===== config.mk =====
export PLATFORM = sky130hd
export DESIGN_NAME = spi_controller
export DESIGN_NICKNAME = d
export VERILOG_FILES = /design/src/spi_pkg.sv /design/src/spi_controller.sv /design/src/spi_engine.sv /design/src/spi_regs.sv
export SDC_FILE = /design/constraint.sdc
export NUM_CORES = 1
export LEC_CHECK = 0
export BUFFER_PORTS_ARGS = -buffer_cell sky130_fd_sc_hd__buf_4
export CAP_MARGIN = 20
export CELL_PAD_IN_SITES_DETAIL_PLACEMENT = 0
export CELL_PAD_IN_SITES_GLOBAL_PLACEMENT = 1
export CORE_ASPECT_RATIO = 0.6
export CORE_UTILIZATION = 47
export DETAILED_ROUTE_END_ITERATION = 10
export GPL_TIMING_DRIVEN = 0
export PLACE_DENSITY = 0.85
export SYNTH_ARGS = -nofsm -noshare
export SYNTH_HDL_FRONTEND = slang
export SYNTH_SLANG_ARGS = --single-unit

===== constraint.sdc =====
create_clock -name clock -period 5.3 [get_ports clock]
set_input_delay 1.06 -clock clock [delete_from_list [all_inputs] [get_ports clock]]
set_output_delay 1.06 -clock clock [all_outputs]
set_load 0.05 [all_outputs]

===== src/spi_pkg.sv =====
// ----------------------------
// SPI controller package
// Register map, engine state
// encoding and reset constants
// ----------------------------

`default_nettype none

package spi_pkg;

  // ----------------------------
  // Register offsets
  // ----------------------------
  localparam logic [4:0] reg_cpol        = 5'h00;
  localparam logic [4:0] reg_cpha        = 5'h04;
  localparam logic [4:0] reg_chip_select = 5'h08;
  localparam logic [4:0] reg_clock_conf  = 5'h0c;
  localparam logic [4:0] reg_wdata       = 5'h10;
  localparam logic [4:0] reg_rdata       = 5'h14;
  localparam logic [4:0] reg_busy        = 5'h18;

  // ----------------------------
  // Engine states, one-hot
  // ----------------------------
  typedef enum logic [3:0] {
    st_ready   = 4'b0001,
    st_idle    = 4'b0010,
    st_phase_a = 4'b0100,
    st_phase_n = 4'b1000
  } spi_state_t;

  // No device selected
  localparam logic [7:0] cs_none = 8'hff;

  // Unmapped address or no read pending
  localparam logic [31:0] read_default = 32'hdeadbeef;

endpackage

`default_nettype wire

===== src/spi_controller.sv =====
// ----------------------------
// SPI controller top level
// Register file plus transfer
// engine behind a simple bus
// ----------------------------

`timescale 1ns/1ps
`default_nettype none

module spi_controller #(
  parameter int num_chip_select = 4
) (
  input  logic                       clock,
  input  logic                       reset,

  // Bus
  input  logic [4:0]                 rw_address,
  input  logic                       read_request,
  output logic                       read_response,
  output logic [31:0]                read_data,
  input  logic                       write_request,
  output logic                       write_response,
  input  logic [7:0]                 write_data,
  input  logic [3:0]                 write_strobe,

  // SPI pins
  output logic                       sclk,
  output logic                       pico,
  input  logic                       poci,
  output logic [num_chip_select-1:0] cs
);

  logic       cpol;
  logic       cpha;
  logic [7:0] chip_select;
  logic [7:0] clock_div;
  logic [7:0] tx_data;
  logic       tx_start;
  logic       busy;
  logic [7:0] rx_data;

  spi_regs regs_i (
    .clock          (clock),
    .reset          (reset),
    .rw_address     (rw_address),
    .read_request   (read_request),
    .read_data      (read_data),
    .read_response  (read_response),
    .write_data     (write_data),
    .write_strobe   (write_strobe),
    .write_request  (write_request),
    .write_response (write_response),
    .busy           (busy),
    .rx_data        (rx_data),
    .cpol           (cpol),
    .cpha           (cpha),
    .chip_select    (chip_select),
    .clock_div      (clock_div),
    .tx_data        (tx_data),
    .tx_start       (tx_start)
  );

  spi_engine #(
    .num_chip_select (num_chip_select)
  ) engine_i (
    .clock       (clock),
    .reset       (reset),
    .cpol        (cpol),
    .cpha        (cpha),
    .chip_select (chip_select),
    .clock_div   (clock_div),
    .tx_data     (tx_data),
    .tx_start    (tx_start),
    .busy        (busy),
    .rx_data     (rx_data),
    .sclk        (sclk),
    .pico        (pico),
    .poci        (poci),
    .cs          (cs)
  );

endmodule

`default_nettype wire


===== src/spi_engine.sv =====
// ----------------------------
// SPI transfer engine
// One byte per transfer, MSB first,
// any cpol/cpha mode, registered pins
// ----------------------------

`timescale 1ns/1ps
`default_nettype none

module spi_engine #(
  parameter int num_chip_select = 4
) (
  input  logic                       clock,
  input  logic                       reset,

  // Configuration and control
  input  logic                       cpol,
  input  logic                       cpha,
  input  logic [7:0]                 chip_select,
  input  logic [7:0]                 clock_div,
  input  logic [7:0]                 tx_data,
  input  logic                       tx_start,
  output logic                       busy,
  output logic [7:0]                 rx_data,

  // Pins
  output logic                       sclk,
  output logic                       pico,
  input  logic                       poci,
  output logic [num_chip_select-1:0] cs
);

  spi_pkg::spi_state_t state;
  spi_pkg::spi_state_t state_next;
  spi_pkg::spi_state_t start_state;

  logic [7:0] cycle_count;
  logic [2:0] bit_count;
  logic [7:0] tx_shift;
  logic [7:0] rx_shift;
  logic [7:0] rx_next;
  logic       half_end;
  logic       bit_end;
  logic       sample;
  logic       start;
  logic       finish;
  logic       sclk_next;
  logic       pico_next;
  logic [num_chip_select-1:0] cs_next;

  assign busy = (state == spi_pkg::st_phase_a) || (state == spi_pkg::st_phase_n);

  assign start       = tx_start && !busy;
  assign start_state = cpha ? spi_pkg::st_phase_n : spi_pkg::st_phase_a;
  assign half_end    = busy && (cycle_count == clock_div);

  // A bit ends on the trailing half of its sclk period
  assign bit_end = half_end &&
                   ((!cpha && state == spi_pkg::st_phase_n) ||
                    (cpha && state == spi_pkg::st_phase_a));
  assign finish  = bit_end && (bit_count == 3'd0);

  // Sample with the pin edge, which trails the state change by a cycle
  assign sample = busy && (cycle_count == 8'd0) &&
                  ((!cpha && state == spi_pkg::st_phase_n) ||
                   (cpha && state == spi_pkg::st_phase_a));
  assign rx_next = sample ? {rx_shift[6:0], poci} : rx_shift;

  // ----------------------------
  // State machine
  // ----------------------------
  always_comb begin
    state_next = state;
    unique case (state)
      spi_pkg::st_ready,
      spi_pkg::st_idle: begin
        if (tx_start) begin
          state_next = start_state;
        end
      end
      spi_pkg::st_phase_a: begin
        if (half_end) begin
          state_next = finish ? spi_pkg::st_idle : spi_pkg::st_phase_n;
        end
      end
      spi_pkg::st_phase_n: begin
        if (half_end) begin
          state_next = finish ? spi_pkg::st_idle : spi_pkg::st_phase_a;
        end
      end
      default: state_next = spi_pkg::st_ready;
    endcase
  end

  // Deselecting forces the rest state
  always_ff @(posedge clock) begin
    if (reset || chip_select == spi_pkg::cs_none) begin
      state <= spi_pkg::st_ready;
    end else begin
      state <= state_next;
    end
  end

  // ----------------------------
  // Counters
  // ----------------------------
  always_ff @(posedge clock) begin
    if (reset) begin
      cycle_count <= 8'd0;
      bit_count   <= 3'd7;
    end else begin
      if (!busy || half_end) begin
        cycle_count <= 8'd0;
      end else begin
        cycle_count <= cycle_count + 8'd1;
      end
      if (start) begin
        bit_count <= 3'd7;
      end else if (bit_end) begin
        bit_count <= bit_count - 3'd1;
      end
    end
  end

  // ----------------------------
  // Shift registers
  // ----------------------------
  always_ff @(posedge clock) begin
    if (start) begin
      tx_shift <= tx_data;
    end else if (bit_end) begin
      tx_shift <= {tx_shift[6:0], 1'b0};
    end
    rx_shift <= rx_next;
  end

  always_ff @(posedge clock) begin
    if (reset) begin
      rx_data <= 8'h00;
    end else if (finish) begin
      rx_data <= rx_next;
    end
  end

  // ----------------------------
  // Pins
  // ----------------------------
  assign sclk_next = (state == spi_pkg::st_phase_n) ? !cpol : cpol;
  assign pico_next = busy ? tx_shift[7] : 1'b0;

  // Out-of-range selects drive no pin
  always_comb begin
    for (int n = 0; n < num_chip_select; n++) begin
      cs_next[n] = (chip_select != 8'(n));
    end
  end

  always_ff @(posedge clock) begin
    if (reset) begin
      sclk <= 1'b0;
      pico <= 1'b0;
      cs   <= '1;
    end else begin
      sclk <= sclk_next;
      pico <= pico_next;
      cs   <= cs_next;
    end
  end

  // ----------------------------
  // Checks
  // ----------------------------
  cs_one_low_a : assert property (
    @(posedge clock) disable iff (reset) $onehot0(~cs)
  );

  ready_not_busy_a : assert property (
    @(posedge clock) disable iff (reset) (state == spi_pkg::st_ready) |-> !busy
  );

endmodule

`default_nettype wire


===== src/spi_regs.sv =====
// ----------------------------
// SPI register file
// Decodes bus requests, holds the
// configuration and starts the
// transfer engine
// ----------------------------

`timescale 1ns/1ps
`default_nettype none

module spi_regs (
  input  logic        clock,
  input  logic        reset,

  // Bus side
  input  logic [4:0]  rw_address,
  input  logic        read_request,
  output logic [31:0] read_data,
  output logic        read_response,
  input  logic [7:0]  write_data,
  input  logic [3:0]  write_strobe,
  input  logic        write_request,
  output logic        write_response,

  // Engine side
  input  logic        busy,
  input  logic [7:0]  rx_data,
  output logic        cpol,
  output logic        cpha,
  output logic [7:0]  chip_select,
  output logic [7:0]  clock_div,
  output logic [7:0]  tx_data,
  output logic        tx_start
);

  logic valid_write;
  logic wdata_accept;

  // Partial strobes are acknowledged but ignored
  assign valid_write = write_request && (&write_strobe);

  // A pending start counts as busy, since the engine state lags by a cycle
  assign wdata_accept = valid_write && (rw_address == spi_pkg::reg_wdata) &&
                        !busy && !tx_start;

  // ----------------------------
  // Responses
  // ----------------------------
  always_ff @(posedge clock) begin
    if (reset) begin
      read_response  <= 1'b0;
      write_response <= 1'b0;
    end else begin
      read_response  <= read_request;
      write_response <= write_request;
    end
  end

  // Read data, valid only alongside read_response
  always_ff @(posedge clock) begin
    if (reset) begin
      read_data <= spi_pkg::read_default;
    end else if (read_request) begin
      case (rw_address)
        spi_pkg::reg_cpol:        read_data <= {31'd0, cpol};
        spi_pkg::reg_cpha:        read_data <= {31'd0, cpha};
        spi_pkg::reg_chip_select: read_data <= {24'd0, chip_select};
        spi_pkg::reg_clock_conf:  read_data <= {24'd0, clock_div};
        spi_pkg::reg_rdata:       read_data <= {24'd0, rx_data};
        spi_pkg::reg_busy:        read_data <= {31'd0, busy};
        default:                  read_data <= spi_pkg::read_default;
      endcase
    end else begin
      read_data <= spi_pkg::read_default;
    end
  end

  // ----------------------------
  // Configuration
  // ----------------------------
  always_ff @(posedge clock) begin
    if (reset) begin
      cpol        <= 1'b0;
      cpha        <= 1'b0;
      chip_select <= spi_pkg::cs_none;
      clock_div   <= 8'h00;
    end else if (valid_write) begin
      case (rw_address)
        spi_pkg::reg_cpol:        cpol        <= write_data[0];
        spi_pkg::reg_cpha:        cpha        <= write_data[0];
        spi_pkg::reg_chip_select: chip_select <= write_data;
        spi_pkg::reg_clock_conf:  clock_div   <= write_data;
        default: ;
      endcase
    end
  end

  // Transmit byte and start pulse
  always_ff @(posedge clock) begin
    if (reset) begin
      tx_start <= 1'b0;
    end else begin
      tx_start <= wdata_accept;
    end
  end

  always_ff @(posedge clock) begin
    if (wdata_accept) begin
      tx_data <= write_data;
    end
  end

  // ----------------------------
  // Checks
  // ----------------------------
  tx_start_not_busy_a : assert property (
    @(posedge clock) disable iff (reset) tx_start |-> !busy
  );

  read_response_timing_a : assert property (
    @(posedge clock) disable iff (reset) read_request |=> read_response
  );

endmodule

`default_nettype wire


==> results of run 1 <==
## worst paths after layout
check                                          start                            endpoint  slack [ns]  cells after the start
hold / removal          engine_i.rx_shift[7]$_DFF_P_        engine_i.rx_shift[7]$_DFF_P_        0.47                      2
hold reg to reg         engine_i.rx_shift[7]$_DFF_P_        engine_i.rx_shift[7]$_DFF_P_        0.47                      2
setup / recovery                       rw_address[4]  regs_i.chip_select[7]$_SDFFE_PP1P_        2.81                      6
setup reg to reg  engine_i.cycle_count[1]$_SDFF_PP0_      engine_i.tx_shift[4]$_DFFE_PP_        3.14                      4
## worst reg2reg max path, stage by stage, from the launching register on
cell and delay (ns):
dfxtp_1 0.44, xnor2_1 0.15, nand4_1 0.34, or3_1 0.56, nand2_1 0.33
## synthesized netlist by cell type (4+ instances only)
cell type | count | area (µm²)
nor3_1 | 6 | 30.0
nor4_1 | 5 | 31.3
xnor2_1 | 14 | 123
nand3_1 | 7 | 35.0
a221o_2 | 6 | 67.6
a211oi_1 | 7 | 52.6
edfxtp_1 | 16 | 480
nor2_1 | 38 | 143
buf_2 | 5 | 25.0
ha_1 | 4 | 50.1
nor2b_1 | 11 | 68.8
clkbuf_1 | 7 | 26.3
dfxtp_1 | 67 | 1340
buf_4 | 23 | 173
nand4_1 | 5 | 31.3
inv_1 | 16 | 60.1
and3_1 | 4 | 25.0
nand2_1 | 13 | 48.8
mux2_2 | 14 | 158
xor2_1 | 6 | 52.6
a211o_2 | 6 | 60.1
mux2i_1 | 19 | 190
## power by group
group	leakage (nW)	switching, W	internal (W)	total [W]
Combinational	1.11	0.0000554	0.0000325	0.0000879
Sequential	0.707	0.00000164	0.000645	0.000646
Clock	0.150	0.000235	0.000374	0.000608
## flip-flops by register name, indices dropped and copies added, names as in the netlist
name / cells
engine_i.cycle_count: 8
engine_i.state: 4
regs_i.cpha: 1
engine_i.bit_count: 3
engine_i.rx_data: 8
engine_i.rx_shift: 8
engine_i.cs: 4
regs_i.tx_start: 1
regs_i.chip_select: 8
regs_i.clock_div: 8
engine_i.pico: 1
regs_i.read_response: 1
engine_i.tx_shift: 8
engine_i.sclk: 1
regs_i.read_data: 9
regs_i.tx_data: 8
regs_i.write_response: 1
regs_i.cpol: 1
## per-layer routing
| metal | vias to the layer above | global-route usage (%) |
|---|---|---|
| met5 | - | 0 |
| met4 | 0 | 8.69 |
| met3 | 10 | 4.80 |
| met2 | 60 | 29.3 |
| met1 | 1271 | 30.4 |
| li1 | 1330 | - |
## logic make-up after synthesis
logic type | count (synthesis) | synth area share (%)
other cells | 1 | 0.102
xor+xnor | 20 | 4.74
flops | 83 | 49.3
fa+ha+maj | 4 | 1.36
mux | 33 | 9.42
simple gates | 110 | 16.7
compound gates | 42 | 9.55
buf+inv | 56 | 8.84
## layout make-up
cell class              count  area share (%)
inverters                  17            1.41
clock buffers              13            6.24
plain buffers              39            5.80
flip-flops and latches     83            40.2
clock inverters             3           0.414
well taps                 104            2.87
repair buffers             51            8.45
multi-input cells         216            34.6
## per-stage QoR
step	hold slack [ns]	area [µm²]
floorplan	0.410	3720
detailed placement	0.459	4230
finish	0.473	4530
global route	0.495	4530
global placement	0.458	4230
CTS	0.473	4530
==> metrics.cfg, run 1 <==
[route]
first_iter_violations=202
ant_nets=0
via_per_inst=5.08
dr.max_layer_used=met4
wl_met1_mm=4.11
wl_per_cell_um=15.2
route.detailed.drc=0
drt_first_pass_iters=4
dr_wl_met2_mm=3.42
via_count=2671
wl_met3_um=368
wl_mm=8.01

[synth]
synth_ff_type=dfxtp_1
synth_area_um2=3690
syn_area_per_cell_um2=10.6
yosysSeqAreaShare_pct=49.3
synth-edff-count=16
synthDistinctLibCells=56
synth_seq_cells=83
synth_cells=349
ys_warn_count=0
async_reset_ff_share_pct=0

[worst_setup_path]
max_stage_delay_ns=0.57
critPathArrivalTime_ns=2.71
start_kind=input port
cp_cell_sequence=buf_6 -> nor4b_4 -> nor3b_4 -> buf_6 -> nor2b_1 -> a211o_1
critPathTopFamily=simple AND/OR/NAND/NOR gates
cp_max_fo=10
path_class=input port to register
critical-path-slowest-cell=nor4b_4
critical_path_buf_inv_count=2
worstPathRequired_ns=5.52
crit_path_end_kind=register
crit_top_cell=buf_6

[placement]
pre_cts_slack_ns=2.48
finalWeightedCongestion=0.795
dp.cells=510
portBuffers=51
dpl.hpwl_mm=5.99

[global_routing]
grt_use_total_pct=20.8
grt_pass1_vias=2456
grt_max_degree=18
antenna_found_initial=0
overflow=0
grt_pass1_wl_mm=12.6

[cts]
clock_latency_ns=0.33
post_cts_buffers=0
numCtsBuffers=9
cts_buffer_depth=2
htree_num_levels=3
cts-root-buf=clkbuf_16
hold_buffers=0
clk_transition_reported_paths_ns=0.06
clkSinkCount=83
cts_tree=done
cts_resized=0

[final_layout]
drive_gt1_share_pct=31.3
final_cell_mix=buf_4 (74), dfxtp_1 (67), nor2_1 (38), mux2i_1 (19)
final_util_pct=61.1
fin_nets=443
flow.area_growth_from_synthesis_pct=22.7
multi_input_area_um2=1570
layoutNonFillerInstCount=526
layout_commonest_cell=buf_4
diodes=0
fillCellCount=658
seq_area_um2=1820

[power]
power.density_nw_per_um2=296
peakVddDrop_mv=0.224
p_leak_nw=1.96
p_total_w=0.00134

[timing]
rsz0062_at_grt=no
slew_viol_final=0
finalSetupViolCount=0
min_period_ns=2.49
worst_pin_slew_ns=0.586
finClkSkew_ns=0.00389
fmax_mhz=402
setup_slack_ns=2.81
fin_crit_sh_pct=46.9
finalHoldViolations=0
relSlewSlack_pct=60.8
finalSetupTns_ns=0

[worst_hold_path]
hold_path_class=register to register

[die]
dieArea_um2=8230
core_um2=7420
die-height_um=70.7
ios=62
die-width_um=116
start_util_pct=49.8
fp-row-count=24

[outcome]
run_status=completed

[run]
max-cap-violations=0

(Power assumes the default switching activity.)
==> run 2, diff against run 1 <==
ABC_AREA = 1   (was not set)
CORE_UTILIZATION = 37   (was 47)
PLACE_DENSITY = 0.76   (was 0.85)
clock period = 2.2 ns   (was 5.3 ns; I/O delays follow)
==> metrics.cfg, run 2 <==
[global_routing]
antenna_found_initial=0  ; unchanged
grt_max_degree=18  ; unchanged
grt_use_total_pct=18.8  ; -2.0 points
overflow=0  ; unchanged
grt_pass1_wl_mm=14.4  ; +15%
grt_pass1_vias=2779  ; +13%

[worst_setup_path]
cp_cell_sequence=buf_4 -> nor2_1 -> nand3_1 -> or2_2 -> nor2_2
start_kind=input port
crit_path_end_kind=register
critPathTopFamily=simple AND/OR/NAND/NOR gates
critical-path-slowest-cell=nor2_1
worstPathRequired_ns=2.17  ; -3.35 ns
critPathArrivalTime_ns=1.98  ; -0.73 ns
reg2reg_depth=8  ; +4
critical_path_buf_inv_count=1  ; -1
reg2reg_from=engine_i.state[0]$_SDFFE_PP1P_
cp_max_fo=8  ; -2
path_class=input port to register
r2r_slack_ns=0.33  ; -2.81 ns
timing.rr.end=engine_i.tx_shift[5]$_DFFE_PP_
max_stage_delay_ns=0.45  ; -0.12 ns

[final_layout]
drive_gt1_share_pct=23.4  ; -7.9 points
multi_input_area_um2=1390  ; -12%
fin_nets=529  ; +19%
fillCellCount=909  ; +38%
final_cell_mix=nand2_1 (85), buf_4 (79), dfxtp_1 (67), inv_1 (60), a21oi_1 (30)
layout_commonest_cell=nand2_1
layoutNonFillerInstCount=638  ; +21%
flow.area_growth_from_synthesis_pct=25.7
seq_area_um2=1820  ; unchanged
largest_register=regs_i.read_data
stdcell_area_um2=4550  ; +0.52%
diodes=0  ; unchanged
largest_reg_flops=9  ; unchanged

[route]
wl_per_cell_um=13.9  ; -8.9%
route.detailed.drc=0  ; unchanged
via_count=2979  ; +12%
drt_first_pass_iters=4  ; unchanged
ant_nets=0  ; unchanged
wl_mm=8.85  ; +11%
via_per_inst=4.67  ; -8.0%
first_iter_violations=215  ; +6.4%

[synth]
syn_area_per_cell_um2=8.40  ; -21%
synth.most_common_cell=nand2_1
synth_area_leaders=dfxtp_1 (37%), edfxtp_1 (13%), nand2_1 (8.9%)
synth_cells=431  ; +23%
yosys-top-cells-count=nand2_1 (86), dfxtp_1 (67), inv_1 (60)
async_reset_ff_share_pct=0  ; unchanged
synth_area_um2=3620  ; -1.9%
yosysTopAreaCell=dfxtp_1
ys_warn_count=0  ; unchanged
synth_top_area_share_pct=37.0  ; +0.71 points
synth_seq_cells=83  ; unchanged
synthDistinctLibCells=37  ; -34%
yosysSeqAreaShare_pct=50.3  ; +0.97 points
synth_ff_type=dfxtp_1
synth-edff-count=16  ; unchanged

[timing]
fmax_mhz=498
finClkSkew_ns=0.0117  ; +0.00776 ns
worst_pin_slew_ns=0.603  ; +0.0179 ns
finalHoldViolations=0  ; unchanged
holdWs_ns=0.299  ; -0.173 ns
rsz0062_at_grt=no
min_period_ns=2.01
relSlewSlack_pct=59.7  ; -1.1 points
fin_crit_sh_pct=91.2
finalSetupViolCount=0  ; unchanged
slew_viol_final=0  ; unchanged

[die]
start_util_pct=38.8  ; -11 points
dieArea_um2=10200  ; +24%
ios=62  ; unchanged
die-width_um=130  ; +11%
die-height_um=78.6  ; +11%
fp-row-count=27  ; +13%
core_um2=9320  ; +26%

[cts]
cts_tree=done
clkSinkCount=83  ; unchanged
clock_latency_ns=0.34  ; about the same
cts-root-buf=clkbuf_16
numCtsBuffers=9  ; unchanged
cts_buffer_depth=2  ; unchanged
hold_buffers=0  ; unchanged
htree_num_levels=3  ; unchanged
clk_transition_reported_paths_ns=0.07  ; about the same

[power]
p_total_w=0.00337  ; +150%
p_leak_nw=1.99  ; +1.5%
peakVddDrop_mv=0.477  ; +110%
clock_power_share_pct=47.6  ; +2.3 points
p_sw_w=0.000760  ; +160%
power.share.sequential_pct=46.2  ; -1.9 points
combPwrFrac_pct=6.2  ; -0.3 points
power.density_nw_per_um2=740  ; +150%
p_sw_share_pct=22.5  ; +0.82 points
p_int_w=0.00261  ; +150%

[outcome]
run_status=completed

[worst_hold_path]
hold_depth=1  ; -1
hold_path_class=input port to register
worst_hold_path.endpoint=regs_i.tx_data[2]$_DFFE_PP_
holdCritStartpoint=write_data[2]

[placement]
post_dp_cell_area_um2=4210  ; -0.38%
dp.cells=621  ; +22%
finalWeightedCongestion=0.808  ; +1.6%
dpl.hpwl_mm=6.77  ; +13%
portBuffers=54  ; +5.9%

[run]
max-cap-violations=0  ; unchanged

==> run 2: cell types whose count changed after synthesis, sizes merged, moves of 9 or more <==
cell	change
nand2	+74
xnor2	-14
nor2b	-11
o211ai	+9
mux2i	-19
inv	+47
o21ai	+10
a21oi	+28
nand3	+21
==> run 2: layout make-up <==
type | instances | area share, %
flip-flops and latches | 83 | 40.0
plain buffers | 30 | 4.70
clock inverters | 4 | 1.18
multi-input cells | 261 | 30.4
well taps | 130 | 3.57
inverters | 63 | 5.19
clock buffers | 12 | 5.88
repair buffers | 55 | 9.07
==> run 2: cells by family after synthesis <==
logic type | share of synthesized area, %
buffers and inverters | 12.4
DFF | 50.3
adders and majority gates | 1.38
muxes | 2.18
AOI/OAI and AO/OA | 12.4
other | 0.104
and+or+nand+nor | 20.5
xor gates and xnor gates | 0.726
==> run 2: what timing repair did <==
item / in CTS / in global routing
resized for setup: 0 / 5
buffers inserted: 0 / 1
setup endpoints to repair: 0 / 24
==> run 2: metrics by stage <==
| step | TNS [ns] | util, % | setup WS [ns] |
|---|---|---|---|
| final | 0 | 48.8 | 0.193 |
| after global routing | 0 | 48.8 | 0.0376 |
| after CTS | 0 | 48.6 | 0.0331 |
| after detailed placement | -2.62 | 45.2 | -0.302 |
| after global placement | -2.32 | 45.2 | -0.266 |
| after floorplan | 0 | - | 0.316 |
==> run 2: per-layer routing <==
| metal | vias to the layer above | GRT usage, % | share of wire (%) |
|---|---|---|---|
| met5 | - | 0 | 0 |
| met1 | 1366 | 30.1 | 56 |
| met3 | 6 | 5.04 | 5.5 |
| li1 | 1535 | - | - |
| met4 | 0 | 4.19 | 0.76 |
| met2 | 72 | 24.0 | 38 |
==> run 2: how the worst max path moves through the flow <==
stage / start / cells past startpoint / slack (ns) / to
finish: rw_address[1] / 5 / 0.19 / regs_i.tx_data[0]$_DFFE_PP_
global route: engine_i.state[0]$_SDFFE_PP1P_ / 8 / 0.04 / engine_i.tx_shift[5]$_DFFE_PP_
CTS: rw_address[1] / 5 / 0.03 / regs_i.tx_data[1]$_DFFE_PP_
detailed placement: rw_address[1] / 5 / -0.30 / regs_i.tx_data[6]$_DFFE_PP_
global placement: rw_address[1] / 5 / -0.27 / regs_i.tx_data[5]$_DFFE_PP_
floorplan: rw_address[1] / 4 / 0.32 / regs_i.tx_data[0]$_DFFE_PP_
==> run 2: worst register-to-register path: stages (launching register included) <==
cell	delay, ns
dfxtp_1	0.32
nor2_1	0.17
nand3_1	0.17
inv_1	0.13
nand2_1	0.07
o21ai_2	0.11
buf_4	0.24
nand2_1	0.18
nand2_4	0.19
==> run 2: power by group through the flow <==
stage	combinational, W	clock (W)	sequential, W
floorplan	0.000111	0	0.00161
global placement	0.000208	0	0.00159
detailed placement	0.000208	0	0.00159
CTS	0.000209	0.00164	0.00156
global route	0.000222	0.00171	0.00156
finish	0.000210	0.00161	0.00156
==> run 3, diff against run 2 <==
ABC_AREA = not set   (was 1)
CORE_UTILIZATION = 39   (was 37)
CTS_BUF_LIST = sky130_fd_sc_hd__clkbuf_16   (was not set)
==> metrics.cfg, run 3 (same netlist as run 1, synthesis figures left out) <==
[outcome]
run_status=completed

[power]
p_int_w=0.00238  ; -9.0%
power.density_nw_per_um2=684  ; -7.6%
peakVddDrop_mv=0.356  ; -25%
p_sw_w=0.000718  ; -5.5%
power.share.sequential_pct=50.3  ; +4.1 points
clock_power_share_pct=42.9  ; -4.7 points
combPwrFrac_pct=6.8  ; +0.6 points
p_leak_nw=1.94  ; -2.8%
p_sw_share_pct=23.2  ; +0.66 points

[final_layout]
flow.area_growth_from_synthesis_pct=22.6
fillCellCount=890  ; -2.1%
fin_nets=443  ; -16%
final_util_pct=49.3  ; +0.43 points
largest_reg_flops=9  ; unchanged
final_cell_mix=buf_4 (74), dfxtp_1 (67), nor2_1 (38), mux2i_1 (19), inv_1 (17)
largest_register=regs_i.read_data
drive_gt1_share_pct=31.5  ; +8.1 points
layoutNonFillerInstCount=552  ; -13%
layout_commonest_cell=buf_4
diodes=0  ; unchanged

[cts]
hold_buffers=0  ; unchanged
clkSinkCount=83  ; unchanged
clk_transition_reported_paths_ns=0.06  ; about the same
clock_latency_ns=0.34  ; about the same
cts-root-buf=clkbuf_16
cts_tree=done
htree_num_levels=3  ; unchanged
cts_buffer_depth=2  ; unchanged
numCtsBuffers=9  ; unchanged

[global_routing]
grt_pass1_wl_mm=13.0  ; -9.3%
grt_pass1_vias=2517  ; -9.4%
antenna_found_initial=0  ; unchanged
grt_use_total_pct=17.6  ; -1.2 points
overflow=0  ; unchanged
grt_max_degree=18  ; unchanged

[placement]
dp.cells=536  ; -14%
finalWeightedCongestion=0.791  ; -2.1%
portBuffers=51  ; -5.6%
dpl.hpwl_mm=6.10  ; -9.9%
pre_cts_slack_ns=-0.0178  ; +0.284 ns

[timing]
finClkSkew_ns=0.00595  ; -0.00570 ns
worst_pin_slew_ns=0.583  ; -0.0206 ns
relSlewSlack_pct=60.6  ; +0.87 points
fin_crit_sh_pct=94.3  ; +3.1 points
finalSetupTns_ns=0  ; unchanged
fmax_mhz=482  ; -3.3%
min_period_ns=2.08  ; +0.0680 ns
rsz0062_at_grt=no
slew_viol_final=0  ; unchanged
holdWs_ns=0.310  ; +0.0102 ns
setup_slack_ns=0.125  ; -0.0680 ns
finalHoldViolations=0  ; unchanged
finalSetupViolCount=0  ; unchanged

[worst_setup_path]
critPathArrivalTime_ns=2.33  ; +0.35 ns
cp_max_fo=10  ; +2
worstPathRequired_ns=2.46  ; +0.29 ns
crit_path_end_kind=register
start_kind=register
max_stage_delay_ns=0.65  ; +0.20 ns
critical-path-slowest-cell=nor4_4
cp_cell_sequence=xnor2_1 -> nand4_1 -> nor4_4 -> buf_6 -> nor2_1 -> a211oi_2
path_class=register to register

[route]
via_per_inst=4.83  ; +3.4%
via_count=2664  ; -11%
route.detailed.drc=0  ; unchanged
ant_nets=0  ; unchanged
wl_mm=8.15  ; -8.0%
drt_first_pass_iters=4  ; unchanged
wl_per_cell_um=14.8  ; +6.4%
first_iter_violations=123  ; -43%

[die]
fp-row-count=27  ; unchanged
die-width_um=128  ; -1.6%
start_util_pct=40.2  ; +1.3 points
ios=62  ; unchanged
core_um2=9190  ; -1.4%
dieArea_um2=9880  ; -3.2%
die-height_um=77.4  ; -1.6%

[worst_hold_path]
hold_path_class=input port to register

[run]
max-cap-violations=0  ; unchanged

==> run 3: cell types whose count changed in the layout (fill, tap and decap cells not counted), moves of 11 or more <==
| cell | change |
|---|---|
| inv_1 | -43 |
| a21oi_1 | -27 |
| nand3_1 | -20 |
| nand2_1 | -74 |
| xnor2_1 | +14 |
| nor2b_1 | +11 |
| mux2i_1 | +19 |
==> run 3: final cells by class <==
cell class / instances / area [µm²] / share of cell area (%)
sequential: 83 / 1820 / 40.2
multi-input combinational: 216 / 1570 / 34.7
timing repair buffer: 51 / 383 / 8.46
buffer: 39 / 263 / 5.80
clock buffer: 9 / 225 / 4.97
tap: 130 / 163 / 3.59
inverter: 17 / 63.8 / 1.41
clock inverter: 7 / 36.3 / 0.801
==> run 3: path summary, 6_finish.rpt <==
kind / startpoint / endpoint / slack [ns] / cells past startpoint
worst min-delay path: write_data[6] / regs_i.tx_data[6]$_DFFE_PP_ / 0.31 / 1
worst max register to register: engine_i.cycle_count[1]$_SDFF_PP0_ / engine_i.rx_data[6]$_SDFFE_PP0P_ / 0.12 / 6
worst min register to register: engine_i.rx_shift[7]$_DFF_P_ / engine_i.rx_shift[7]$_DFF_P_ / 0.46 / 2
worst max-delay path: engine_i.cycle_count[1]$_SDFF_PP0_ / engine_i.rx_data[6]$_SDFFE_PP0P_ / 0.12 / 6
==> run 3: timing repair <==
action                                  4_1_cts  5_1_grt
buffers inserted                              0        0
gates resized for setup                       0        2
endpoints found under the setup margin        0        8
==> run 3: critical path, delay by kind of cell (launching register included) <==
kind	cells	cell delay, ns
xor gates and xnor gates	1	0.15
DFF	1	0.44
and+or+nand+nor	3	1.01
AOI/OAI and AO/OA	1	0.18
buffers and inverters	1	0.22
==> run 3: metal layers <==
layer	GRT usage, %	share of wire [%]	up-vias
met5	0	0	-
met3	4.76	6.0	10
met2	24.2	39	58
met1	26.3	54	1258
met4	6.00	1.2	0
li1	-	-	1338
==> run 3: power by group through the flow <==
stage          clock network (W)  logic, W  registers (W)
5_1_grt                  0.00143  0.000222        0.00156
3_5_place_dp                   0  0.000210        0.00159
4_1_cts                  0.00137  0.000210        0.00156
6_report                 0.00133  0.000210        0.00156
2_1_floorplan                  0  0.000118        0.00161
3_3_place_gp                   0  0.000209        0.00159
==> run 3: stage by stage <==
step	power, W	cell area (µm²)
after floorplan	0.00173	3720
after global placement	0.00180	4260
after detailed placement	0.00180	4260
after CTS	0.00313	4520
after global routing	0.00321	4530
final	0.00310	4530
